--- src/logic/alu_data_pkg.sv ---
package alu_data_pkg;

    // architectural register width
    localparam int XLEN = 32;

    // the two architectural halves of the HI/LO pair
    typedef struct packed {
        logic [XLEN-1:0] hi;
        logic [XLEN-1:0] lo;
    } hilo_half_t;

    // full product or accumulator seen as one word, or as HI and LO
    typedef union packed {
        logic [2*XLEN-1:0] full;
        hilo_half_t        half;
    } hilo_word_u;

    // write request towards the HI/LO register
    typedef struct packed {
        logic       hi_we;
        logic       lo_we;
        hilo_word_u data;
    } hilo_wr_t;

endpackage

--- src/logic/alu_ctrl_pkg.sv ---
package alu_ctrl_pkg;

    import alu_data_pkg::*;

    // operation codes seen by the execute stage
    typedef enum logic [7:0] {
        OP_NOP   = 8'h00,
        OP_AND   = 8'h01,
        OP_OR    = 8'h02,
        OP_NOR   = 8'h03,
        OP_XOR   = 8'h04,
        OP_ADD   = 8'h05,
        OP_ADDU  = 8'h06,
        OP_SUB   = 8'h07,
        OP_SUBU  = 8'h08,
        OP_SLT   = 8'h09,
        OP_SLTU  = 8'h0a,
        OP_SLLV  = 8'h0b,
        OP_SRLV  = 8'h0c,
        OP_SRAV  = 8'h0d,
        OP_SLL   = 8'h0e,
        OP_SRL   = 8'h0f,
        OP_SRA   = 8'h10,
        OP_LUI   = 8'h11,
        OP_CLO   = 8'h12,
        OP_CLZ   = 8'h13,
        OP_MOVN  = 8'h14,
        OP_MOVZ  = 8'h15,
        OP_MFHI  = 8'h16,
        OP_MFLO  = 8'h17,
        OP_MTHI  = 8'h18,
        OP_MTLO  = 8'h19,
        // multiply class
        OP_MULT  = 8'h20,
        OP_MULTU = 8'h21,
        OP_MUL   = 8'h22,
        OP_MADD  = 8'h23,
        OP_MADDU = 8'h24,
        OP_MSUB  = 8'h25,
        OP_MSUBU = 8'h26,
        // divide class
        OP_DIV   = 8'h30,
        OP_DIVU  = 8'h31
    } alu_op_e;

    typedef struct packed {
        alu_op_e         op;
        logic [XLEN-1:0] src_a;
        logic [XLEN-1:0] src_b;
        logic [4:0]      sa;
    } exec_req_t;

    typedef struct packed {
        logic [XLEN-1:0] result;
        logic            overflow;
    } exec_rsp_t;

    // start is a level, held until the unit pulses ready
    typedef struct packed {
        logic            start;
        logic            is_signed;
        logic [XLEN-1:0] op_a;
        logic [XLEN-1:0] op_b;
    } muldiv_req_t;

endpackage

--- src/logic/mul_unit.sv ---
module mul_unit
    import alu_ctrl_pkg::*;
    import alu_data_pkg::*;
#(
    parameter int MUL_STAGES = 4
) (
    input  logic        clk,
    input  logic        rst_n_i,
    input  logic        flush_i,
    input  muldiv_req_t req_i,
    output logic        ready_o,
    output hilo_word_u  result_o
);

    if (MUL_STAGES < 1 || MUL_STAGES > 8) begin : g_stage_check
        $error("mul_unit: MUL_STAGES must be within 1 to 8");
    end

    logic            busy_q;
    logic [2:0]      cnt_q;
    logic            last;
    logic            capture;
    logic            neg_q;
    logic [XLEN-1:0] mag_a_q;
    logic [XLEN-1:0] mag_b_q;
    logic [2*XLEN-1:0] prod;

    assign capture = !busy_q && req_i.start && !flush_i;
    assign last    = busy_q && (cnt_q == 3'(MUL_STAGES - 1));
    assign ready_o = last && !flush_i;

    always_ff @(posedge clk) begin
        if (!rst_n_i || flush_i) begin
            busy_q <= 1'b0;
            cnt_q  <= '0;
        end else if (capture) begin
            busy_q <= 1'b1;
            cnt_q  <= '0;
        end else if (last) begin
            busy_q <= 1'b0;
        end else if (busy_q) begin
            cnt_q <= cnt_q + 3'd1;
        end
    end

    // operand magnitudes, sign restored on the way out
    always_ff @(posedge clk) begin
        if (capture) begin
            mag_a_q <= (req_i.is_signed && req_i.op_a[XLEN-1]) ? -req_i.op_a : req_i.op_a;
            mag_b_q <= (req_i.is_signed && req_i.op_b[XLEN-1]) ? -req_i.op_b : req_i.op_b;
            neg_q   <= req_i.is_signed && (req_i.op_a[XLEN-1] ^ req_i.op_b[XLEN-1]);
        end
    end

    assign prod          = mag_a_q * mag_b_q;
    assign result_o.full = neg_q ? -prod : prod;

    a_ready_single: assert property (@(posedge clk) disable iff (!rst_n_i)
        ready_o |=> !ready_o)
        else $error("mul_unit: ready_o high on two consecutive cycles");

    // the core must keep requesting while the product is in flight
    a_start_held: assert property (@(posedge clk) disable iff (!rst_n_i)
        (busy_q && !ready_o && !flush_i) |-> req_i.start)
        else $error("mul_unit: start dropped before ready");

endmodule

--- src/logic/div_unit.sv ---
module div_unit
    import alu_ctrl_pkg::*;
    import alu_data_pkg::*;
(
    input  logic        clk,
    input  logic        rst_n_i,
    input  logic        flush_i,
    input  muldiv_req_t req_i,
    output logic        ready_o,
    output hilo_word_u  result_o
);

    // one quotient bit per cycle
    localparam int ITERS = XLEN;

    logic            busy_q;
    logic [5:0]      cnt_q;
    logic            done;
    logic            capture;
    logic            q_neg_q;
    logic            r_neg_q;
    logic [XLEN-1:0] divisor_q;
    logic [XLEN-1:0] quo_q;
    logic [XLEN-1:0] rem_q;
    logic [XLEN-1:0] abs_a;
    logic [XLEN-1:0] abs_b;
    logic [XLEN:0]   trial;

    assign capture = !busy_q && req_i.start && !flush_i;
    assign done    = busy_q && (cnt_q == 6'(ITERS));
    assign ready_o = done && !flush_i;

    assign abs_a = (req_i.is_signed && req_i.op_a[XLEN-1]) ? -req_i.op_a : req_i.op_a;
    assign abs_b = (req_i.is_signed && req_i.op_b[XLEN-1]) ? -req_i.op_b : req_i.op_b;

    // shifted partial remainder minus divisor, msb set means restore
    assign trial = {rem_q, quo_q[XLEN-1]} - {1'b0, divisor_q};

    always_ff @(posedge clk) begin
        if (!rst_n_i || flush_i) begin
            busy_q <= 1'b0;
            cnt_q  <= '0;
        end else if (capture) begin
            busy_q <= 1'b1;
            cnt_q  <= '0;
        end else if (done) begin
            busy_q <= 1'b0;
        end else if (busy_q) begin
            cnt_q <= cnt_q + 6'd1;
        end
    end

    // quo_q starts as the dividend and fills with quotient bits
    always_ff @(posedge clk) begin
        if (capture) begin
            divisor_q <= abs_b;
            quo_q     <= abs_a;
            rem_q     <= '0;
            q_neg_q   <= req_i.is_signed && (req_i.op_a[XLEN-1] ^ req_i.op_b[XLEN-1]);
            r_neg_q   <= req_i.is_signed && req_i.op_a[XLEN-1];
        end else if (busy_q && !done) begin
            if (!trial[XLEN]) begin
                rem_q <= trial[XLEN-1:0];
                quo_q <= {quo_q[XLEN-2:0], 1'b1};
            end else begin
                rem_q <= {rem_q[XLEN-2:0], quo_q[XLEN-1]};
                quo_q <= {quo_q[XLEN-2:0], 1'b0};
            end
        end
    end

    // zero divisor falls out as all-ones quotient, dividend as remainder
    always_comb begin
        result_o.half.hi = r_neg_q ? -rem_q : rem_q;
        result_o.half.lo = q_neg_q ? -quo_q : quo_q;
    end

    a_ready_after_start: assert property (@(posedge clk) disable iff (!rst_n_i)
        ready_o |-> $past(req_i.start))
        else $error("div_unit: ready_o without a preceding start");

endmodule

--- src/logic/hilo_reg.sv ---
module hilo_reg
    import alu_data_pkg::*;
(
    input  logic       clk,
    input  logic       rst_n_i,
    input  hilo_wr_t   wr_i,
    output hilo_word_u hilo_o
);

    hilo_word_u hilo_q;

    // halves update independently
    always_ff @(posedge clk) begin
        if (!rst_n_i) begin
            hilo_q.full <= '0;
        end else begin
            if (wr_i.hi_we) begin
                hilo_q.half.hi <= wr_i.data.half.hi;
            end
            if (wr_i.lo_we) begin
                hilo_q.half.lo <= wr_i.data.half.lo;
            end
        end
    end

    assign hilo_o = hilo_q;

    // an X enable from the core would corrupt architectural state silently
    a_we_known: assert property (@(posedge clk) disable iff (!rst_n_i)
        !$isunknown({wr_i.hi_we, wr_i.lo_we}))
        else $error("hilo_reg: unknown write enable");

endmodule

--- src/logic/alu_core.sv ---
module alu_core
    import alu_ctrl_pkg::*;
    import alu_data_pkg::*;
(
    input  exec_req_t   req_i,
    input  logic        flush_exc_i,
    input  hilo_word_u  hilo_i,
    input  logic        mul_ready_i,
    input  hilo_word_u  mul_result_i,
    input  logic        div_ready_i,
    input  hilo_word_u  div_result_i,
    output muldiv_req_t mul_req_o,
    output muldiv_req_t div_req_o,
    output hilo_wr_t    hilo_wr_o,
    output exec_rsp_t   rsp_o,
    output logic        stall_o
);

    logic            is_mul;
    logic            is_div;
    logic [XLEN-1:0] a;
    logic [XLEN-1:0] b;
    logic [XLEN-1:0] sum;
    logic [XLEN-1:0] diff;
    logic            hi_we;
    logic            lo_we;
    hilo_word_u      wr_data;

    // number of zero bits above the first one, XLEN when all zero
    function automatic logic [XLEN-1:0] lead_zeros(input logic [XLEN-1:0] x);
        logic [XLEN-1:0] n;
        logic            found;
        n     = '0;
        found = 1'b0;
        for (int i = XLEN - 1; i >= 0; i--) begin
            if (x[i]) begin
                found = 1'b1;
            end else if (!found) begin
                n = n + 1'b1;
            end
        end
        return n;
    endfunction

    assign a    = req_i.src_a;
    assign b    = req_i.src_b;
    assign sum  = a + b;
    assign diff = a - b;

    assign is_mul = req_i.op inside {OP_MULT, OP_MULTU, OP_MUL, OP_MADD, OP_MADDU,
                                     OP_MSUB, OP_MSUBU};
    assign is_div = req_i.op inside {OP_DIV, OP_DIVU};

    // start held until the unit answers, dropped in the ready cycle
    assign mul_req_o.start     = is_mul && !mul_ready_i;
    assign mul_req_o.is_signed = req_i.op inside {OP_MULT, OP_MUL, OP_MADD, OP_MSUB};
    assign mul_req_o.op_a      = a;
    assign mul_req_o.op_b      = b;

    assign div_req_o.start     = is_div && !div_ready_i;
    assign div_req_o.is_signed = (req_i.op == OP_DIV);
    assign div_req_o.op_a      = a;
    assign div_req_o.op_b      = b;

    assign stall_o = mul_req_o.start || div_req_o.start;

    always_comb begin
        rsp_o.result   = '0;
        rsp_o.overflow = 1'b0;
        case (req_i.op)
            OP_NOP:  rsp_o.result = a;
            OP_AND:  rsp_o.result = a & b;
            OP_OR:   rsp_o.result = a | b;
            OP_NOR:  rsp_o.result = ~(a | b);
            OP_XOR:  rsp_o.result = a ^ b;
            OP_ADD: begin
                rsp_o.result   = sum;
                rsp_o.overflow = (a[XLEN-1] == b[XLEN-1]) && (sum[XLEN-1] != a[XLEN-1]);
            end
            OP_ADDU: rsp_o.result = sum;
            OP_SUB: begin
                rsp_o.result   = diff;
                rsp_o.overflow = (a[XLEN-1] != b[XLEN-1]) && (diff[XLEN-1] != a[XLEN-1]);
            end
            OP_SUBU: rsp_o.result = diff;
            OP_SLT:  rsp_o.result = XLEN'($signed(a) < $signed(b));
            OP_SLTU: rsp_o.result = XLEN'(a < b);
            // variable shifts take the amount from src_a
            OP_SLLV: rsp_o.result = b << a[4:0];
            OP_SRLV: rsp_o.result = b >> a[4:0];
            OP_SRAV: rsp_o.result = $signed(b) >>> a[4:0];
            OP_SLL:  rsp_o.result = b << req_i.sa;
            OP_SRL:  rsp_o.result = b >> req_i.sa;
            OP_SRA:  rsp_o.result = $signed(b) >>> req_i.sa;
            OP_LUI:  rsp_o.result = {b[15:0], 16'h0000};
            OP_CLO:  rsp_o.result = lead_zeros(~a);
            OP_CLZ:  rsp_o.result = lead_zeros(a);
            OP_MOVN: rsp_o.result = (b != '0) ? a : '0;
            OP_MOVZ: rsp_o.result = (b == '0) ? a : '0;
            OP_MFHI: rsp_o.result = hilo_i.half.hi;
            OP_MFLO: rsp_o.result = hilo_i.half.lo;
            // only the low word, HI/LO untouched
            OP_MUL: begin
                if (mul_ready_i) begin
                    rsp_o.result = mul_result_i.half.lo;
                end
            end
            default: rsp_o.result = '0;
        endcase
    end

    always_comb begin
        hi_we        = 1'b0;
        lo_we        = 1'b0;
        wr_data.full = mul_result_i.full;
        case (req_i.op)
            OP_MULT, OP_MULTU: begin
                hi_we = mul_ready_i;
                lo_we = mul_ready_i;
            end
            OP_MADD, OP_MADDU: begin
                hi_we        = mul_ready_i;
                lo_we        = mul_ready_i;
                wr_data.full = hilo_i.full + mul_result_i.full;
            end
            OP_MSUB, OP_MSUBU: begin
                hi_we        = mul_ready_i;
                lo_we        = mul_ready_i;
                wr_data.full = hilo_i.full - mul_result_i.full;
            end
            // remainder to HI, quotient to LO
            OP_DIV, OP_DIVU: begin
                hi_we        = div_ready_i;
                lo_we        = div_ready_i;
                wr_data.full = div_result_i.full;
            end
            OP_MTHI: begin
                hi_we           = 1'b1;
                wr_data.half.hi = a;
                wr_data.half.lo = hilo_i.half.lo;
            end
            OP_MTLO: begin
                lo_we           = 1'b1;
                wr_data.half.hi = hilo_i.half.hi;
                wr_data.half.lo = a;
            end
            default: ;
        endcase
    end

    // exception flush cancels the write but not the result
    assign hilo_wr_o.hi_we = hi_we && !flush_exc_i;
    assign hilo_wr_o.lo_we = lo_we && !flush_exc_i;
    assign hilo_wr_o.data  = wr_data;

endmodule

--- src/logic/exec_unit.sv ---
module exec_unit
    import alu_ctrl_pkg::*;
    import alu_data_pkg::*;
#(
    parameter int MUL_STAGES = 4
) (
    input  logic      clk,
    input  logic      rst_n_i,
    input  exec_req_t req_i,
    input  logic      flush_i,
    input  logic      flush_exc_i,
    output exec_rsp_t rsp_o,
    output logic      stall_o
);

    muldiv_req_t mul_req;
    muldiv_req_t div_req;
    logic        mul_ready;
    logic        div_ready;
    hilo_word_u  mul_result;
    hilo_word_u  div_result;
    hilo_wr_t    hilo_wr;
    hilo_word_u  hilo_q;

    alu_core u_core (
        .req_i        (req_i),
        .flush_exc_i  (flush_exc_i),
        .hilo_i       (hilo_q),
        .mul_ready_i  (mul_ready),
        .mul_result_i (mul_result),
        .div_ready_i  (div_ready),
        .div_result_i (div_result),
        .mul_req_o    (mul_req),
        .div_req_o    (div_req),
        .hilo_wr_o    (hilo_wr),
        .rsp_o        (rsp_o),
        .stall_o      (stall_o)
    );

    mul_unit #(
        .MUL_STAGES (MUL_STAGES)
    ) u_mul (
        .clk      (clk),
        .rst_n_i  (rst_n_i),
        .flush_i  (flush_i),
        .req_i    (mul_req),
        .ready_o  (mul_ready),
        .result_o (mul_result)
    );

    div_unit u_div (
        .clk      (clk),
        .rst_n_i  (rst_n_i),
        .flush_i  (flush_i),
        .req_i    (div_req),
        .ready_o  (div_ready),
        .result_o (div_result)
    );

    hilo_reg u_hilo (
        .clk     (clk),
        .rst_n_i (rst_n_i),
        .wr_i    (hilo_wr),
        .hilo_o  (hilo_q)
    );

endmodule

--- config.mk ---
export PLATFORM = sky130hd
export DESIGN_NAME = exec_unit
export DESIGN_NICKNAME = d
export VERILOG_FILES = /design/src/logic/alu_data_pkg.sv /design/src/logic/alu_ctrl_pkg.sv /design/src/logic/mul_unit.sv /design/src/logic/div_unit.sv /design/src/logic/hilo_reg.sv /design/src/logic/alu_core.sv /design/src/logic/exec_unit.sv
export SDC_FILE = /design/constraint.sdc
export NUM_CORES = 2
export LEC_CHECK = 0
export BUFFER_PORTS_ARGS = -buffer_cell sky130_fd_sc_hd__buf_2
export CORE_MARGIN = 10
export CORE_UTILIZATION = 40
export DETAILED_ROUTE_END_ITERATION = 10
export PLACE_DENSITY = 0.57
export SYNTH_ARGS = -nofsm -noshare
export SYNTH_HDL_FRONTEND = slang
export SYNTH_HIERARCHICAL = 1
export SYNTH_SLANG_ARGS = --single-unit
export TNS_END_PERCENT = 1
--- constraint.sdc ---
create_clock -name clk -period 29.4 [get_ports clk]
set_clock_uncertainty 0.2 [all_clocks]
set_input_delay 4.41 -clock clk [delete_from_list [all_inputs] [get_ports clk]]
set_output_delay 4.41 -clock clk [all_outputs]
set_load 0.05 [all_outputs]
==> results.py <==
metrics = {
    "outcome": {
        "outcome": "finished clean",
    },
    "synthesis": {
        "ys.warnings.count": 6,
        "synth_cell_types": 137,
        "syn_area_mm2": 0.0786,
        "synth_top_area_share_pct": 22.9,
        "post_synth_inst_count": 9775,
        "yosys.area.top_type": "fa_1",
        "synth_ff_type": "edfxtp_1",
        "synthArstFlopShare_pct": 0,
        "syn_area_per_cell_um2": 8.04,
        "netlist_top_cells_area": "fa_1 23%, ha_1 8.3%, inv_1 5.6%, nand2_1 5.4%, and2_1 5.1%",
        "synth_seq_area_share_pct": 7.73,
        "synth-edff-count": 131,
        "synthesis.nets": 11300,
        "ys_ff_latch": 238,
    },
    "finish": {
        "area_delta_synth_final_pct": 5.52,
        "drive_gt1_share_pct": 7.75,
        "final_cells": 12200,
        "nets": 11000,
        "fin_area_mm2": 0.0829,
    },
    "cts": {
        "clk_latency_ns": 0.63,
        "ctsHtreeMaxLevel": 1,
        "clock-sinks": 238,
        "holdBufCountCts": 0,
        "numCtsBuffers": 31,
        "clkTransAtPathRegs_ns": 0.05,
        "cts_root_buf": "clkbuf_16",
        "cts_tree": "yes",
        "clockBufferDepth": 3,
    },
    "floorplan": {
        "die_h_um": 463,
        "ioPinCount": 115,
        "rows": 162,
        "initial_utilization_pct": 40.3,
        "die-area_mm2": 0.215,
        "die_w_um": 463,
        "core_area_mm2": 0.195,
    },
    "timing": {
        "period_needed_ns": 28.31,
        "layout_setup_ws_ns": 1.09,
        "fmax_ghz": 0.0353,
        "finalMaxSlewViolations": 0,
        "worstMarginPinSlew_ns": 1.37,
        "finalHoldViolCount": 0,
        "relSlewSlack_pct": 7.99,
        "setup_viol": 0,
        "period_share_pct": 96.3,
    },
    "placed_design": {
        "globalplace.congestion": 1.04,
        "dpl.cell_count": 12100,
        "post_dp_cell_area_mm2": 0.0815,
        "place_ws_ns": 0.233,
        "dp_hpwl_um": 252000,
        "port_buffers": 114,
    },
    "drt": {
        "drtPass1Iterations": 7,
        "dr.max_layer_used": "met5",
        "antenna_left": 0,
        "vias": 72900,
        "dr.first_iter.drc_count": 7661,
        "dr_wl_met3_um": 24900,
        "route.met2.wl_um": 143000,
        "viasPerCell": 5.99,
        "finalWirelength_um": 322000,
        "drc_errors": 0,
        "wl_met1_um": 137000,
        "wl_per_cell_um": 26.5,
    },
    "global_routing": {
        "grt_pass1_vias": 72100,
        "grt_pass1_wl_um": 480000,
        "grtUsageTotal_pct": 29.0,
        "antenna_found_initial": 34,
        "grt_remaining_overflow": 0,
        "grt_max_degree": 69,
    },
    "power_and_ir_drop": {
        "vdd_ir_drop_max_v": 0.0000909,
        "powerDensity_mw_per_mm2": 58.6,
        "p_leak_nw": 36.0,
    },
    "critical_path": {
        "start_kind": "input port",
        "setup.worst_path.start": "req_i[68]",
        "end_kind": "output port",
        "r2r-start": "u_mul/mag_a_q[5]",
        "criticalPathCategory": "in2out",
        "slowest_stage": "ha_1",
        "critPathArrivalTime_ns": 23.70,
        "crit_top_cell": "ha_1",
        "path_max_fanout": 7,
        "max_stage_delay_ns": 0.35,
        "cp.required_ns": 24.79,
    },
    "run": {
        "maxCapViolCount": 0,
    },
    "hold_path": {
        "hp-start": "u_mul/cnt_q[2]",
        "min_path_type": "reg2reg",
    },
}
[path summary, 6_finish.rpt]
check,cells after the start,end,slack [ns]
worst max-delay path,102,rsp_o[9],1.09
worst min-delay path,2,u_mul/cnt_q[2],0.31
worst max register to register,47,u_hilo/hilo_o[63],13.65
worst min register to register,2,u_mul/cnt_q[2],0.31
[repair_timing]
item	in CTS	in global routing
setup buffers	0	9
resized for setup	0	47
setup endpoints to repair	0	9
[metrics by stage]
stage | utilization [%] | total power [mW] | TNS (ns) | hold slack, ns
detailed placement | 41.8 | 4.31 | 0 | 0.299
global placement | 41.8 | 4.28 | 0 | 0.276
CTS | 42.3 | 4.76 | 0 | 0.305
global route | 42.5 | 5.24 | -0.135 | 0.333
finish | 42.5 | 4.86 | 0 | 0.306
floorplan | - | 3.22 | 0 | 0.262
[flip-flops by register name (all words and copies together), names as in the netlist, 3 cells and up]
name             flops
u_div/rem_q         32
u_mul/mag_a_q       32
u_mul/cnt_q          3
u_hilo/hilo_o       64
u_mul/mag_b_q       32
u_div/divisor_q     32
u_div/cnt_q          6
u_div/quo_q         32
[layer usage]
metal | up-vias | GRT usage [%]
met5 | - | 0
met4 | 38 | 12.4
met3 | 713 | 4.62
met2 | 3249 | 45.8
met1 | 36500 | 39.1
li1 | 32400 | -
[Yosys cell counts, types with 44 or more instances]
cell type and count:
inv_1 1168, nand2_1 1123, fa_1 900, and2_1 638, ha_1 524, clkbuf_1 498, nor2_1 484, a21oi_1 446
xnor2_1 419, o21ai_0 386, mux2i_1 259, xor2_1 239, nand3_1 215, nor3_1 154, nor2b_1 138, buf_4 136
edfxtp_1 131, a21o_1 113, dfxtp_1 107, nand4_1 82, nor4_1 81, a222oi_1 80, o211ai_1 78, a31oi_1 76
o31ai_1 76, a211oi_1 71, nand2b_1 71, or3_1 70, a221oi_1 54, o21ai_1 48, and3_1 47, mux4_2 46
a22oi_1 44, o21bai_1 44
[placed cells by master (no fill, tap or decap), types with 131 or more instances in the layout]
cell type / count
edfxtp_1: 131
o21ai_0: 375
fa_1: 900
mux2i_1: 249
nor3_1: 152
nor2_1: 469
inv_1: 1168
and2_1: 637
xor2_1: 237
nor2b_1: 137
nand2_1: 1122
nand3_1: 215
ha_1: 521
a21oi_1: 437
xnor2_1: 418
buf_4: 278
[layout make-up]
| class | count | area, um2 |
|---|---|---|
| antenna | 12 | 30.0 |
| clock buffer | 34 | 787 |
| clock inverter | 24 | 298 |
| fill | 19800 | 112000 |
| inverter | 1173 | 4400 |
| multi-input combinational | 7667 | 65300 |
| sequential | 238 | 6080 |
| tap | 2624 | 3280 |
| timing repair buffer | 392 | 2780 |
[worst max-delay path: cells and delay by family]
family | cells | cell delay, ns
adders and majority gates | 28 | 8.64
and+or+nand+nor | 23 | 2.96
muxes | 14 | 2.54
buffers and inverters | 8 | 0.94
xor gates and xnor gates | 1 | 0.15
AOI/OAI and AO/OA | 28 | 4.05
[logic make-up after synthesis]
family	count (synthesis)	share of synthesized area [%]
simple gates	3303	21.1
compound gates	1906	16.5
buf+inv	1870	9.82
fa+ha+maj	1426	31.3
xor+xnor	702	8.48
mux	330	5.03
flops	238	7.73
[power by group]
group / internal (mW) / switching (mW)
combinational: 1.44 / 2.62
sequential: 0.359 / 0.0198
clock: 0.246 / 0.172
No activity file was read; power rests on OpenSTA's default activity.
